===== src/wbuf_params.svh =====
/*
 * Write buffer sizing macros, shared by the package and the RTL.
 * WBUF_DIR_ENTRIES and WBUF_WORDS must be powers of two, 2 or more.
 * WBUF_WORD_WIDTH must be a multiple of 8.
 * WBUF_TIMECNT_WIDTH bounds the largest usable timer threshold.
 */
`ifndef WBUF_PARAMS_SVH
`define WBUF_PARAMS_SVH

// Number of line slots
`define WBUF_DIR_ENTRIES 4

// Width of one write word, in bits
`define WBUF_WORD_WIDTH 32

// Words per buffered line
`define WBUF_WORDS 2

// Physical address width
`define WBUF_PA_WIDTH 32

// Width of the slot timer and of the threshold
`define WBUF_TIMECNT_WIDTH 3

`endif

===== src/wbuf_pkg.sv =====
/*
 * Types shared by the write buffer blocks.
 * The address union splits an address into tag, word index and byte offset.
 * Pointer arithmetic wraps, so the slot count must be a power of two.
 */
`include "wbuf_params.svh"

package wbuf_pkg;

    localparam int unsigned WBUF_BYTES          = `WBUF_WORD_WIDTH / 8;
    localparam int unsigned WBUF_BYTE_OFF_WIDTH = $clog2(WBUF_BYTES);
    localparam int unsigned WBUF_WIDX_WIDTH     = $clog2(`WBUF_WORDS);
    localparam int unsigned WBUF_OFFSET_WIDTH   = WBUF_WIDX_WIDTH + WBUF_BYTE_OFF_WIDTH;
    localparam int unsigned WBUF_TAG_WIDTH      = `WBUF_PA_WIDTH - WBUF_OFFSET_WIDTH;
    localparam int unsigned WBUF_DIR_PTR_WIDTH  = $clog2(`WBUF_DIR_ENTRIES);

    // Slot life cycle
    typedef enum logic [1:0] {
        WBUF_FREE = 2'b00,
        WBUF_OPEN = 2'b01,
        WBUF_PEND = 2'b10,
        WBUF_SENT = 2'b11
    } wbuf_state_e;

    typedef logic [WBUF_DIR_PTR_WIDTH-1:0]  wbuf_dir_ptr_t;
    typedef logic [WBUF_TAG_WIDTH-1:0]      wbuf_tag_t;

    typedef struct packed {
        wbuf_tag_t                       tag;
        logic [WBUF_WIDX_WIDTH-1:0]      widx;
        logic [WBUF_BYTE_OFF_WIDTH-1:0]  boff;
    } wbuf_addr_fields_t;

    // Same address, seen raw or split into fields
    typedef union packed {
        logic [`WBUF_PA_WIDTH-1:0]  raw;
        wbuf_addr_fields_t          f;
    } wbuf_addr_u;

    typedef logic [`WBUF_WORD_WIDTH-1:0]     wbuf_word_t;
    typedef logic [WBUF_BYTES-1:0]           wbuf_be_t;
    typedef wbuf_word_t [`WBUF_WORDS-1:0]    wbuf_line_data_t;
    typedef wbuf_be_t [`WBUF_WORDS-1:0]      wbuf_line_be_t;
    typedef logic [`WBUF_TIMECNT_WIDTH-1:0]  wbuf_timecnt_t;

    // Next slot after curr whose bit is set, or curr itself when none is
    function automatic wbuf_dir_ptr_t wbuf_find_next(
            input wbuf_dir_ptr_t                 curr,
            input logic [`WBUF_DIR_ENTRIES-1:0]  hit);
        wbuf_dir_ptr_t nxt;
        wbuf_dir_ptr_t cand;
        nxt = curr;
        // Walk from the farthest slot down so the nearest one wins
        for (int k = `WBUF_DIR_ENTRIES - 1; k >= 1; k--) begin
            cand = curr + wbuf_dir_ptr_t'(k);
            if (hit[cand]) begin
                nxt = cand;
            end
        end
        return nxt;
    endfunction

endpackage


===== src/wbuf_top.sv =====
/*
 * Write buffer top level.
 * Writes are taken when write_i and write_ready_o are both high.
 * Lines leave on a valid/ready channel and stay owned until ack_i names them.
 * cfg_threshold_i and flush_all_i are sampled every cycle as levels.
 */
`timescale 1ns/1ns
`include "wbuf_params.svh"

module wbuf_top
    import wbuf_pkg::*;
(
    input  logic             clk_i,
    input  logic             rst_ni,
    input  logic             write_i,
    output logic             write_ready_o,
    input  wbuf_addr_u       write_addr_i,
    input  wbuf_word_t       write_data_i,
    input  wbuf_be_t         write_be_i,
    input  logic             write_uc_i,
    input  wbuf_timecnt_t    cfg_threshold_i,
    input  logic             flush_all_i,
    output logic             send_valid_o,
    input  logic             send_ready_i,
    output wbuf_dir_ptr_t    send_id_o,
    output wbuf_addr_u       send_addr_o,
    output wbuf_line_data_t  send_data_o,
    output wbuf_line_be_t    send_be_o,
    output logic             send_uc_o,
    input  logic             ack_i,
    input  wbuf_dir_ptr_t    ack_id_i,
    output logic             empty_o,
    output logic             full_o
);

    logic                                 merge;
    logic                                 merge_clear;
    wbuf_dir_ptr_t                        merge_slot;
    wbuf_line_be_t                        merge_be;
    wbuf_state_e [`WBUF_DIR_ENTRIES-1:0]  dir_state;
    wbuf_tag_t [`WBUF_DIR_ENTRIES-1:0]    dir_tag;
    logic [`WBUF_DIR_ENTRIES-1:0]         dir_uc;
    logic                                 sent;
    wbuf_dir_ptr_t                        sent_slot;

    wbuf_dir i_dir (
        .clk_i           (clk_i),
        .rst_ni          (rst_ni),
        .write_i         (write_i),
        .write_addr_i    (write_addr_i),
        .write_be_i      (write_be_i),
        .write_uc_i      (write_uc_i),
        .flush_all_i     (flush_all_i),
        .cfg_threshold_i (cfg_threshold_i),
        .sent_i          (sent),
        .sent_slot_i     (sent_slot),
        .ack_i           (ack_i),
        .ack_id_i        (ack_id_i),
        .write_ready_o   (write_ready_o),
        .merge_o         (merge),
        .merge_clear_o   (merge_clear),
        .merge_slot_o    (merge_slot),
        .merge_be_o      (merge_be),
        .state_o         (dir_state),
        .tag_o           (dir_tag),
        .uc_o            (dir_uc),
        .empty_o         (empty_o),
        .full_o          (full_o)
    );

    // The offered slot's line is read straight from storage
    wbuf_data i_data (
        .clk_i         (clk_i),
        .merge_i       (merge),
        .merge_clear_i (merge_clear),
        .merge_slot_i  (merge_slot),
        .merge_be_i    (merge_be),
        .write_data_i  (write_data_i),
        .read_slot_i   (send_id_o),
        .read_data_o   (send_data_o),
        .read_be_o     (send_be_o)
    );

    wbuf_send i_send (
        .clk_i        (clk_i),
        .rst_ni       (rst_ni),
        .state_i      (dir_state),
        .tag_i        (dir_tag),
        .uc_i         (dir_uc),
        .send_ready_i (send_ready_i),
        .send_valid_o (send_valid_o),
        .send_id_o    (send_id_o),
        .send_addr_o  (send_addr_o),
        .send_uc_o    (send_uc_o),
        .sent_o       (sent),
        .sent_slot_o  (sent_slot)
    );

endmodule


===== src/wbuf_send.sv =====
/*
 * Send side of the write buffer.
 * A round-robin pointer walks the pending slots and offers the one it rests on.
 * Once offered, a slot stays on the channel unchanged until send_ready_i.
 */
`timescale 1ns/1ns
`include "wbuf_params.svh"

module wbuf_send
    import wbuf_pkg::*;
(
    input  logic                                 clk_i,
    input  logic                                 rst_ni,
    input  wbuf_state_e [`WBUF_DIR_ENTRIES-1:0]  state_i,
    input  wbuf_tag_t [`WBUF_DIR_ENTRIES-1:0]    tag_i,
    input  logic [`WBUF_DIR_ENTRIES-1:0]         uc_i,
    input  logic                                 send_ready_i,
    output logic                                 send_valid_o,
    output wbuf_dir_ptr_t                        send_id_o,
    output wbuf_addr_u                           send_addr_o,
    output logic                                 send_uc_o,
    output logic                                 sent_o,
    output wbuf_dir_ptr_t                        sent_slot_o
);

    logic [`WBUF_DIR_ENTRIES-1:0]  pend_vec;
    wbuf_dir_ptr_t                 send_ptr_q, send_ptr_d;
    logic                          xfer;

    always_comb begin : pend_comb
        for (int i = 0; i < `WBUF_DIR_ENTRIES; i++) begin
            pend_vec[i] = (state_i[i] == WBUF_PEND);
        end
    end

    assign send_valid_o = pend_vec[send_ptr_q];
    assign xfer         = send_valid_o && send_ready_i;

    // Hold on an offered slot, else move on to the next pending one
    assign send_ptr_d = (send_valid_o && !send_ready_i) ? send_ptr_q
                                                        : wbuf_find_next(send_ptr_q, pend_vec);

    always_ff @(posedge clk_i or negedge rst_ni) begin : ptr_ff
        if (!rst_ni) begin
            send_ptr_q <= '0;
        end else begin
            send_ptr_q <= send_ptr_d;
        end
    end

    // Line address with the offset bits cleared
    assign send_addr_o.raw = {tag_i[send_ptr_q], {WBUF_OFFSET_WIDTH{1'b0}}};
    assign send_id_o       = send_ptr_q;
    assign send_uc_o       = uc_i[send_ptr_q];

    assign sent_o      = xfer;
    assign sent_slot_o = send_ptr_q;

endmodule


===== src/wbuf_data.sv =====
/*
 * Line storage, one data line and one byte mask per slot.
 * No reset: a slot's content is only valid after its first merge.
 * The read port is combinational and serves the send channel.
 */
`timescale 1ns/1ns
`include "wbuf_params.svh"

module wbuf_data
    import wbuf_pkg::*;
(
    input  logic             clk_i,
    input  logic             merge_i,
    input  logic             merge_clear_i,
    input  wbuf_dir_ptr_t    merge_slot_i,
    input  wbuf_line_be_t    merge_be_i,
    input  wbuf_word_t       write_data_i,
    input  wbuf_dir_ptr_t    read_slot_i,
    output wbuf_line_data_t  read_data_o,
    output wbuf_line_be_t    read_be_o
);

    wbuf_line_data_t  line_q [`WBUF_DIR_ENTRIES];
    wbuf_line_be_t    mask_q [`WBUF_DIR_ENTRIES];

    wbuf_line_data_t  rep_data;
    wbuf_line_data_t  old_data;
    wbuf_line_be_t    old_be;
    wbuf_line_data_t  new_data;
    wbuf_line_be_t    new_be;

    // Same word in every lane so the mask picks the lane
    assign rep_data = {`WBUF_WORDS{write_data_i}};

    // A freshly allocated slot starts from an empty line
    assign old_data = merge_clear_i ? '0 : line_q[merge_slot_i];
    assign old_be   = merge_clear_i ? '0 : mask_q[merge_slot_i];

    always_comb begin : merge_comb
        for (int w = 0; w < `WBUF_WORDS; w++) begin
            for (int b = 0; b < WBUF_BYTES; b++) begin
                new_data[w][b*8 +: 8] = merge_be_i[w][b] ? rep_data[w][b*8 +: 8]
                                                         : old_data[w][b*8 +: 8];
            end
        end
        new_be = old_be | merge_be_i;
    end

    always_ff @(posedge clk_i) begin : line_ff
        if (merge_i) begin
            line_q[merge_slot_i] <= new_data;
            mask_q[merge_slot_i] <= new_be;
        end
    end

    assign read_data_o = line_q[read_slot_i];
    assign read_be_o   = mask_q[read_slot_i];

endmodule


===== src/wbuf_dir.sv =====
/*
 * Slot directory of the write buffer.
 * A write that hits an open line merges, one that hits a pending or sent line
 * stalls until that slot is acknowledged, any other write takes a free slot.
 * ack_id_i must name a sent slot. A threshold of 0 sends every write alone.
 */
`timescale 1ns/1ns
`include "wbuf_params.svh"

module wbuf_dir
    import wbuf_pkg::*;
(
    input  logic                                 clk_i,
    input  logic                                 rst_ni,
    input  logic                                 write_i,
    input  wbuf_addr_u                           write_addr_i,
    input  wbuf_be_t                             write_be_i,
    input  logic                                 write_uc_i,
    input  logic                                 flush_all_i,
    input  wbuf_timecnt_t                        cfg_threshold_i,
    input  logic                                 sent_i,
    input  wbuf_dir_ptr_t                        sent_slot_i,
    input  logic                                 ack_i,
    input  wbuf_dir_ptr_t                        ack_id_i,
    output logic                                 write_ready_o,
    output logic                                 merge_o,
    output logic                                 merge_clear_o,
    output wbuf_dir_ptr_t                        merge_slot_o,
    output wbuf_line_be_t                        merge_be_o,
    output wbuf_state_e [`WBUF_DIR_ENTRIES-1:0]  state_o,
    output wbuf_tag_t [`WBUF_DIR_ENTRIES-1:0]    tag_o,
    output logic [`WBUF_DIR_ENTRIES-1:0]         uc_o,
    output logic                                 empty_o,
    output logic                                 full_o
);

    wbuf_state_e [`WBUF_DIR_ENTRIES-1:0]    state_q, state_d;
    wbuf_timecnt_t [`WBUF_DIR_ENTRIES-1:0]  cnt_q, cnt_d;
    wbuf_tag_t [`WBUF_DIR_ENTRIES-1:0]      tag_q;
    logic [`WBUF_DIR_ENTRIES-1:0]           uc_q;
    logic [`WBUF_DIR_ENTRIES-1:0]           free_vec;
    wbuf_dir_ptr_t                          free_ptr_q, free_ptr_d;

    wbuf_tag_t      write_tag;
    logic           hit_open;
    logic           hit_busy;
    wbuf_dir_ptr_t  hit_ptr;
    logic           alloc_ok;
    logic           alloc;
    logic           close_now;
    wbuf_timecnt_t  thr_m1;

    assign write_tag = write_addr_i.f.tag;
    assign thr_m1    = cfg_threshold_i - 1'b1;

    // Look the write tag up among the used slots
    always_comb begin : hit_comb
        hit_open = 1'b0;
        hit_busy = 1'b0;
        hit_ptr  = '0;
        for (int i = 0; i < `WBUF_DIR_ENTRIES; i++) begin
            if ((state_q[i] != WBUF_FREE) && (tag_q[i] == write_tag)) begin
                if (state_q[i] == WBUF_OPEN) begin
                    hit_open = 1'b1;
                    hit_ptr  = wbuf_dir_ptr_t'(i);
                end else begin
                    hit_busy = 1'b1;
                end
            end
        end
    end

    always_comb begin : free_vec_comb
        for (int i = 0; i < `WBUF_DIR_ENTRIES; i++) begin
            free_vec[i] = (state_q[i] == WBUF_FREE);
        end
    end

    assign alloc_ok      = !hit_open && !hit_busy && free_vec[free_ptr_q];
    assign write_ready_o = hit_open || alloc_ok;
    assign alloc         = write_i && alloc_ok;
    assign close_now     = (cfg_threshold_i == '0) || write_uc_i || flush_all_i;

    // Merge request toward the line storage
    assign merge_o       = write_i && write_ready_o;
    assign merge_clear_o = !hit_open;
    assign merge_slot_o  = hit_open ? hit_ptr : free_ptr_q;

    always_comb begin : be_widen_comb
        for (int w = 0; w < `WBUF_WORDS; w++) begin
            merge_be_o[w] = (w == int'(write_addr_i.f.widx)) ? write_be_i : '0;
        end
    end

    // An ack always frees a slot, so jump there
    always_comb begin : free_ptr_comb
        free_ptr_d = free_ptr_q;
        if (ack_i) begin
            free_ptr_d = ack_id_i;
        end else if (alloc) begin
            free_ptr_d = wbuf_find_next(free_ptr_q, free_vec);
        end
    end

    always_comb begin : state_comb
        state_d = state_q;
        cnt_d   = cnt_q;
        for (int i = 0; i < `WBUF_DIR_ENTRIES; i++) begin
            case (state_q[i])
                WBUF_FREE: begin
                    if (alloc && (wbuf_dir_ptr_t'(i) == free_ptr_q)) begin
                        state_d[i] = close_now ? WBUF_PEND : WBUF_OPEN;
                        cnt_d[i]   = '0;
                    end
                end
                WBUF_OPEN: begin
                    if (flush_all_i || (cnt_q[i] == thr_m1)) begin
                        state_d[i] = WBUF_PEND;
                    end else begin
                        cnt_d[i] = cnt_q[i] + 1'b1;
                    end
                end
                WBUF_PEND: begin
                    if (sent_i && (sent_slot_i == wbuf_dir_ptr_t'(i))) begin
                        state_d[i] = WBUF_SENT;
                    end
                end
                WBUF_SENT: begin
                    if (ack_i && (ack_id_i == wbuf_dir_ptr_t'(i))) begin
                        state_d[i] = WBUF_FREE;
                    end
                end
            endcase
        end
    end

    always_ff @(posedge clk_i or negedge rst_ni) begin : state_ff
        if (!rst_ni) begin
            state_q    <= {`WBUF_DIR_ENTRIES{WBUF_FREE}};
            cnt_q      <= '0;
            free_ptr_q <= '0;
        end else begin
            state_q    <= state_d;
            cnt_q      <= cnt_d;
            free_ptr_q <= free_ptr_d;
        end
    end

    // Tag and uncacheable flag of each allocated line
    always_ff @(posedge clk_i) begin : ident_ff
        if (alloc) begin
            tag_q[free_ptr_q] <= write_tag;
            uc_q[free_ptr_q]  <= write_uc_i;
        end
    end

    assign state_o = state_q;
    assign tag_o   = tag_q;
    assign uc_o    = uc_q;
    assign empty_o = &free_vec;
    assign full_o  = ~|free_vec;

endmodule


===== config.mk =====
export PLATFORM = sky130hd
export DESIGN_NAME = wbuf_top
export DESIGN_NICKNAME = d
export VERILOG_FILES = /design/src/wbuf_pkg.sv /design/src/wbuf_top.sv /design/src/wbuf_send.sv /design/src/wbuf_data.sv /design/src/wbuf_dir.sv
export VERILOG_INCLUDE_DIRS = /design/src
export SDC_FILE = /design/constraint.sdc
export NUM_CORES = 1
export LEC_CHECK = 0
export ABC_AREA = 1
export BUFFER_PORTS_ARGS = -buffer_cell sky130_fd_sc_hd__buf_2
export CAP_MARGIN = 10
export CORE_MARGIN = 4
export CORE_UTILIZATION = 53
export CTS_BUF_LIST = sky130_fd_sc_hd__clkbuf_8
export DETAILED_ROUTE_END_ITERATION = 8
export PLACE_DENSITY = 0.77
export SYNTH_ARGS = -nofsm -noshare
export SYNTH_HDL_FRONTEND = slang
export SYNTH_HIERARCHICAL = 1
export SYNTH_SLANG_ARGS = --single-unit

===== constraint.sdc =====
create_clock -name clk_i -period 4.1 [get_ports clk_i]
set_input_delay 0.82 -clock clk_i [delete_from_list [all_inputs] [get_ports clk_i]]
set_output_delay 0.82 -clock clk_i [all_outputs]
set_load 0.02 [all_outputs]

; After elaboration in Yosys (flattened, before gate mapping)
; Memories as Yosys holds them, arrays and structs flattened.
; Index checks and enable logic that the tools add are counted.
[op_classes]
n_eq_ne = 57
shifts = 0
n_div = 0
muxes = 104
n_reduce_logical = 73
multipliers = 0
magnitude_cmp = 9
bitwise = 2
add_sub_neg = 11
[ops]
columns = op, count
row1 = $bwmux 116, 1
row2 = $eq 29x29->1, 4
row3 = $mux 8, 9
row4 = $mux 64, 1
row5 = $mux 2, 31
row6 = $bmux 29 s2, 1
row7 = $demux 29 s2, 1
row8 = $mux 29, 2
row9 = $ne 2x2->1 const B, 24
row10 = $pmux 2 s4, 4
row11 = $mux 1, 29
row12 = $eq 2x2->1 const B, 12
row13 = $lt 2x3->1 const B, 8
row14 = $mux 3, 8
row15 = $pmux 3 s2, 4
row16 = $logic_and 1x1->1, 23
row17 = $reduce_and 2->1, 10
row18 = $reduce_and 4->1, 5
row19 = $bmux 1 s2, 9
row20 = $reduce_bool 2->1, 9
row21 = $logic_not 2->1, 7
row22 = $add 3x1->3 const B, 4
row23 = $eq 2x1->1 const B, 6
row24 = $eq 3x3->1, 4
row25 = 19 further kinds, 40
[totals]
inputBits = 80
memories = 2
output_inout_bits = 111
ramBits = 288
latchBits = 0
mem_bits_ro = 0
wordCells = 273
register_bits = 144
[memory_table]
columns = name, depth, width, rd, rd_ports_with_merged_regs, wr, line_no
row1 = i_data.line_q, 4, 64, 1, 0, 1, wbuf_data.sv:23  ; wbuf_line_data_t line_q [`WBUF_DIR_ENTRIES];
row2 = i_data.mask_q, 4, 8, 2, 0, 1, wbuf_data.sv:24  ; wbuf_line_be_t mask_q [`WBUF_DIR_ENTRIES];

; Logic depth before layout (Yosys ltp)
[logic_depth]
depth_word = 17
mapped_depth = 21
ltp_nobuf = 20

; By module
; Netlist, hierarchy kept.
[modules_own_cells]
columns = module, area_per_inst_um2, seq_area_each_um2, n_inst, cells_each
row1 = wbuf_data, 12369.4, 8648.3, 1, 987
row2 = wbuf_dir, 7986.4, 4154.0, 1, 926
row3 = wbuf_send, 1107.3, 50.0, 1, 204

; Least setup slack after synthesis
; Ideal clock, no wire load.
[synth_path]
path_kind = input port to flip-flop
start = input port write_addr_i[11] in the netlist's numbering
end = memory i_data/line_q[1][0] in the netlist's numbering, enable pin
path_slack_ns = 0.878
setup_ns = 0.370
n_path_buf = 1
path_stages = 12
required_ns = 3.730
arrival_time_ns = 2.852
path_cell_list = buf_2 -> xnor2_1 -> nand2_1 -> nor2_1 -> nand2_2 -> nor2_4 -> nand3_4 -> nand2_4 -> nor2_8 -> a21boi_0 -> nand2_1 -> nor2_1
[synth_between]
elab_chain_cells = 17
word_cells_on_any_way = 38
classes_between = eq/ne: 5 / mux: 22 / reduce/logical: 11
[synth_lines]
columns = element, line_no
row1 = from (decl), wbuf_top.sv:17  ; input wbuf_addr_u write_addr_i,
row2 = $eq 29x29->1, wbuf_dir.sv:62  ; if ((state_q[i] != WBUF_FREE) && (tag_q[i] == write_tag)) begin
row3 = $logic_and 1x1->1, wbuf_dir.sv:62
row4 = $mux 1, wbuf_dir.sv:62
row5 = $mux 1, wbuf_dir.sv:63  ; if (state_q[i] == WBUF_OPEN) begin
row6 = $mux 1, wbuf_dir.sv:62
row7 = $mux 1, wbuf_dir.sv:63
row8 = $mux 1, wbuf_dir.sv:62
row9 = $mux 1, wbuf_dir.sv:63
row10 = $mux 1, wbuf_dir.sv:62
row11 = $logic_not 1->1, wbuf_dir.sv:79  ; assign alloc_ok = !hit_open && !hit_busy && free_vec[free_ptr_q];
row12 = $logic_and 1x1->1 (2 in a row), wbuf_dir.sv:79
row13 = $logic_or 1x1->1 *, wbuf_dir.sv:80  ; assign write_ready_o = hit_open || alloc_ok;
row14 = $logic_and 1x1->1 *, wbuf_dir.sv:85  ; assign merge_o = write_i && write_ready_o;
row15 = net merge, wbuf_top.sv:36  ; logic merge;
row16 = $mux 1 *, wbuf_data.sv:50  ; if (merge_i) begin
row17 = $mux 1 (implied by the code) *, wbuf_data.sv:51  ; line_q[merge_slot_i] <= new_data;
row18 = $reduce_and 2->1 (no source line) *, --
row19 = to (decl), wbuf_data.sv:23
; Mark *: on every way through the listed nets, which the timed path passes. The rest lies on a longest branch.

==> flow_summary.yaml <==
drt:
  routed_via_density: 5.48
  routedWlPerCell_um: 18.4
  drt_wl_total_um: 53800
  vias: 16004
  ant_nets: 0
  first_pass_iters: 6
  drtIter0Drc: 1337
  drc: 0
pwr:
  total_power_mw: 17.1
  internal-power_mw: 9.71
  peakVddDrop_mv: 0.412
  p_clk_share_pct: 19.6
  netSwitchingPower_mw: 7.43
  p_leak_nw: 10.7
  p_sw_share_pct: 43.4
  p_per_area_nw_per_um2: 708
  combPwrFrac_pct: 44.5
  p_seq_share_pct: 35.8
grt:
  overflow: 0
  grt_pass1_wl_um: 83200
  grt_pass1_vias: 15504
  grt_max_degree: 92
  track_usage_pct: 23.9
  antenna_found_initial: 3
yosys:
  seq_area_frac_synth_pct: 59.9
  synthArstFlopShare_pct: 5.56
  synth_area_um2: 21500
  post_synth.cell_area_avg_um2: 10.1
  synth_edf_count: 408
  synth_commonest_cells: "494 x nand2_1, 408 x edfxtp_1, 236 x inv_1, 193 x nor2_1, 159 x o21ai_0"
  synth.top_cell.area_share_pct: 57.1
  synth_area_leader_cell: "edfxtp_1"
  synth_seq_cells: 432
  yosys_warnings: 6
  syn_inst: 2117
  synthTopCellsByArea: "edfxtp_1 57%, nand2_1 8.6%, inv_1 4.1%, o21ai_0 3.7%, o22ai_2 3.5%"
  synth.most_common_cell: "nand2_1"
  ys_types: 49
  yosys_most_used_dff: "edfxtp_1"
timing:
  timing.final.crit_period_ns: 3.77
  period_share_pct: 92.0
  drv_slew: 0
  tns_ns: 0
  rsz0062_at_grt: "false"
  setup-violations-final: 0
  slew_headroom_pct: 40.0
  whs_ns: 0.210
  finalClockSkew_ns: 0.0392
  timing.fmax_mhz: 265
  hold_violations: 0
  tightest_slew_ns: 0.896
floorplan:
  start_util_pct: 53.8
  num_io_pins: 191
  coreArea_um2: 39900
  fp.dieW_um: 209
  die_h_um: 209
  die_area_um2: 43800
  rows: 73
final_layout:
  area_delta_synth_final_pct: 12.8
  layout-drive-gt1-share_pct: 22.0
  stdcell_count: 2922
  fin_nets: 2453
  fill_cells: 3248
worst_setup_path:
  critPathRequiredTime_ns: 3.28
  worstPathArrival_ns: 2.95
  cp_max_fo: 59
  crit_path_cell_trace: "buf_4 -> inv_2 -> buf_4 -> o21ai_0 -> o22ai_2 -> buf_2"
  path_class: "reg2out"
  slowest_delay_ns: 0.63
  end_kind: "primary output"
  critPathMostFrequentCell: "buf_4"
  cp_slowest_cell: "dfrtp_4"
  reg2reg_setup_slack_ns: 0.40
  start_kind: "register"
cts:
  clock_tree.buffer_depth: 3
  htreeDepth: 3
  cts_tree: "built"
  post_cts_buffers: 0
  cts_made_buffers: 73
  postCtsHoldBufs: 0
  post_cts_resized: 0
  clock_sinks: 432
  cts-root-buf: "clkbuf_8"
  clk_pin_slew_ns: 0.06
  clkLatencyLatePin_ns: 0.62
placed_design:
  dp_cells: 2797
  globalplace.congestion: 0.921
  portBuffers: 185
  hpwl_um: 35600
min_path:
  hold_class: "in2async"
status:
  outcome: "completed"
job:
  cap_violations: 0
cells by family (layout without fill, tap and decap cells):
family          count (synthesis)  in the layout  share of synthesized area, %
simple gates                  962            962                          19.9
other cells                     1              5                        0.0175
fa+ha+maj                      26             26                          1.52
buf+inv                       360            636                          7.42
xor+xnor                       43             43                          1.79
compound gates                293            293                          9.48
flops                         432            432                          59.9
routing by layer:
layer	up-vias	routed length, um	track usage [%]
met5	-	12	0
met4	2	1290	7.90
met3	102	4760	4.47
met2	725	25900	38.9
met1	7619	21900	32.7
li1	7556	-	-
power groups by stage:
stage | Combinational (mW) | Sequential (mW) | Clock [mW]
after floorplan | 5.41 | 6.03 | 0
after global placement | 7.42 | 6.19 | 0
after detailed placement | 7.60 | 6.22 | 0
after CTS | 7.63 | 6.14 | 3.45
after global routing | 8.24 | 6.22 | 3.68
final | 7.63 | 6.14 | 3.36
final timing paths:
path,from,endpoint,cells past startpoint
setup reg to reg,i_dir/state_o[1],i_data/line_q[1][11],15
max in group asynchronous,rst_ni,i_send/send_id_o[1],1
setup / recovery,i_send/send_id_o[1],send_data_o[26],6
min in group clk_i,write_uc_i,i_dir/uc_o[1],1
hold / removal,rst_ni,i_dir/cnt_q[11],1
hold reg to reg,i_dir/cnt_q[7],i_dir/cnt_q[7],2
flip-flops by register name (all words and copies together), names as in the netlist:
register	count
i_dir/free_ptr_q	2
i_dir/tag_o	116
i_data/mask_q	32
i_dir/state_o	8
i_data/line_q	256
i_dir/cnt_q	12
i_dir/uc_o	4
i_send/send_id_o	2
layout by cell type, fill, tap and decap left out, drive strengths merged, types with 24 or more instances in the layout:
cell,synthesis,layout
o21ai,179,179
ha,26,26
nor2,260,260
edfxtp,408,408
nand2,517,517
clkbuf,36,74
inv,263,293
o22ai,72,72
a22oi,29,29
dfrtp,24,24
xnor2,28,28
buf,58,247
nand3,154,154
critical path: cells and delay by family, from the launching register on:
| kind | cells | cell delay [ns] |
|---|---|---|
| AOI/OAI and AO/OA | 2 | 0.46 |
| buffers and inverters | 4 | 1.17 |
| DFF | 1 | 0.63 |
layout make-up:
class                           instances  area [um^2]  share of cell area (%)
Antenna cell                            2         5.00                  0.0207
Timing Repair Buffer                  247         1400                    5.80
Inverter                              266         1010                    4.15
Multi-Input combinational cell       1327         7030                    29.0
Clock inverter                         49          233                   0.961
Sequential cell                       432        12900                    53.1
Tap cell                              525          657                    2.71
Clock buffer                           74         1020                    4.21
metrics by stage:
step                area, um^2  worst slack (ns)  util (%)
CTS                      24200             0.288      60.6
floorplan                21500             0.878         -
global placement         23000             0.332      57.5
finish                   24200             0.330      60.7
detailed placement       23000             0.224      57.5
global route             24200             0.139      60.7
(Power assumes the default switching activity.)
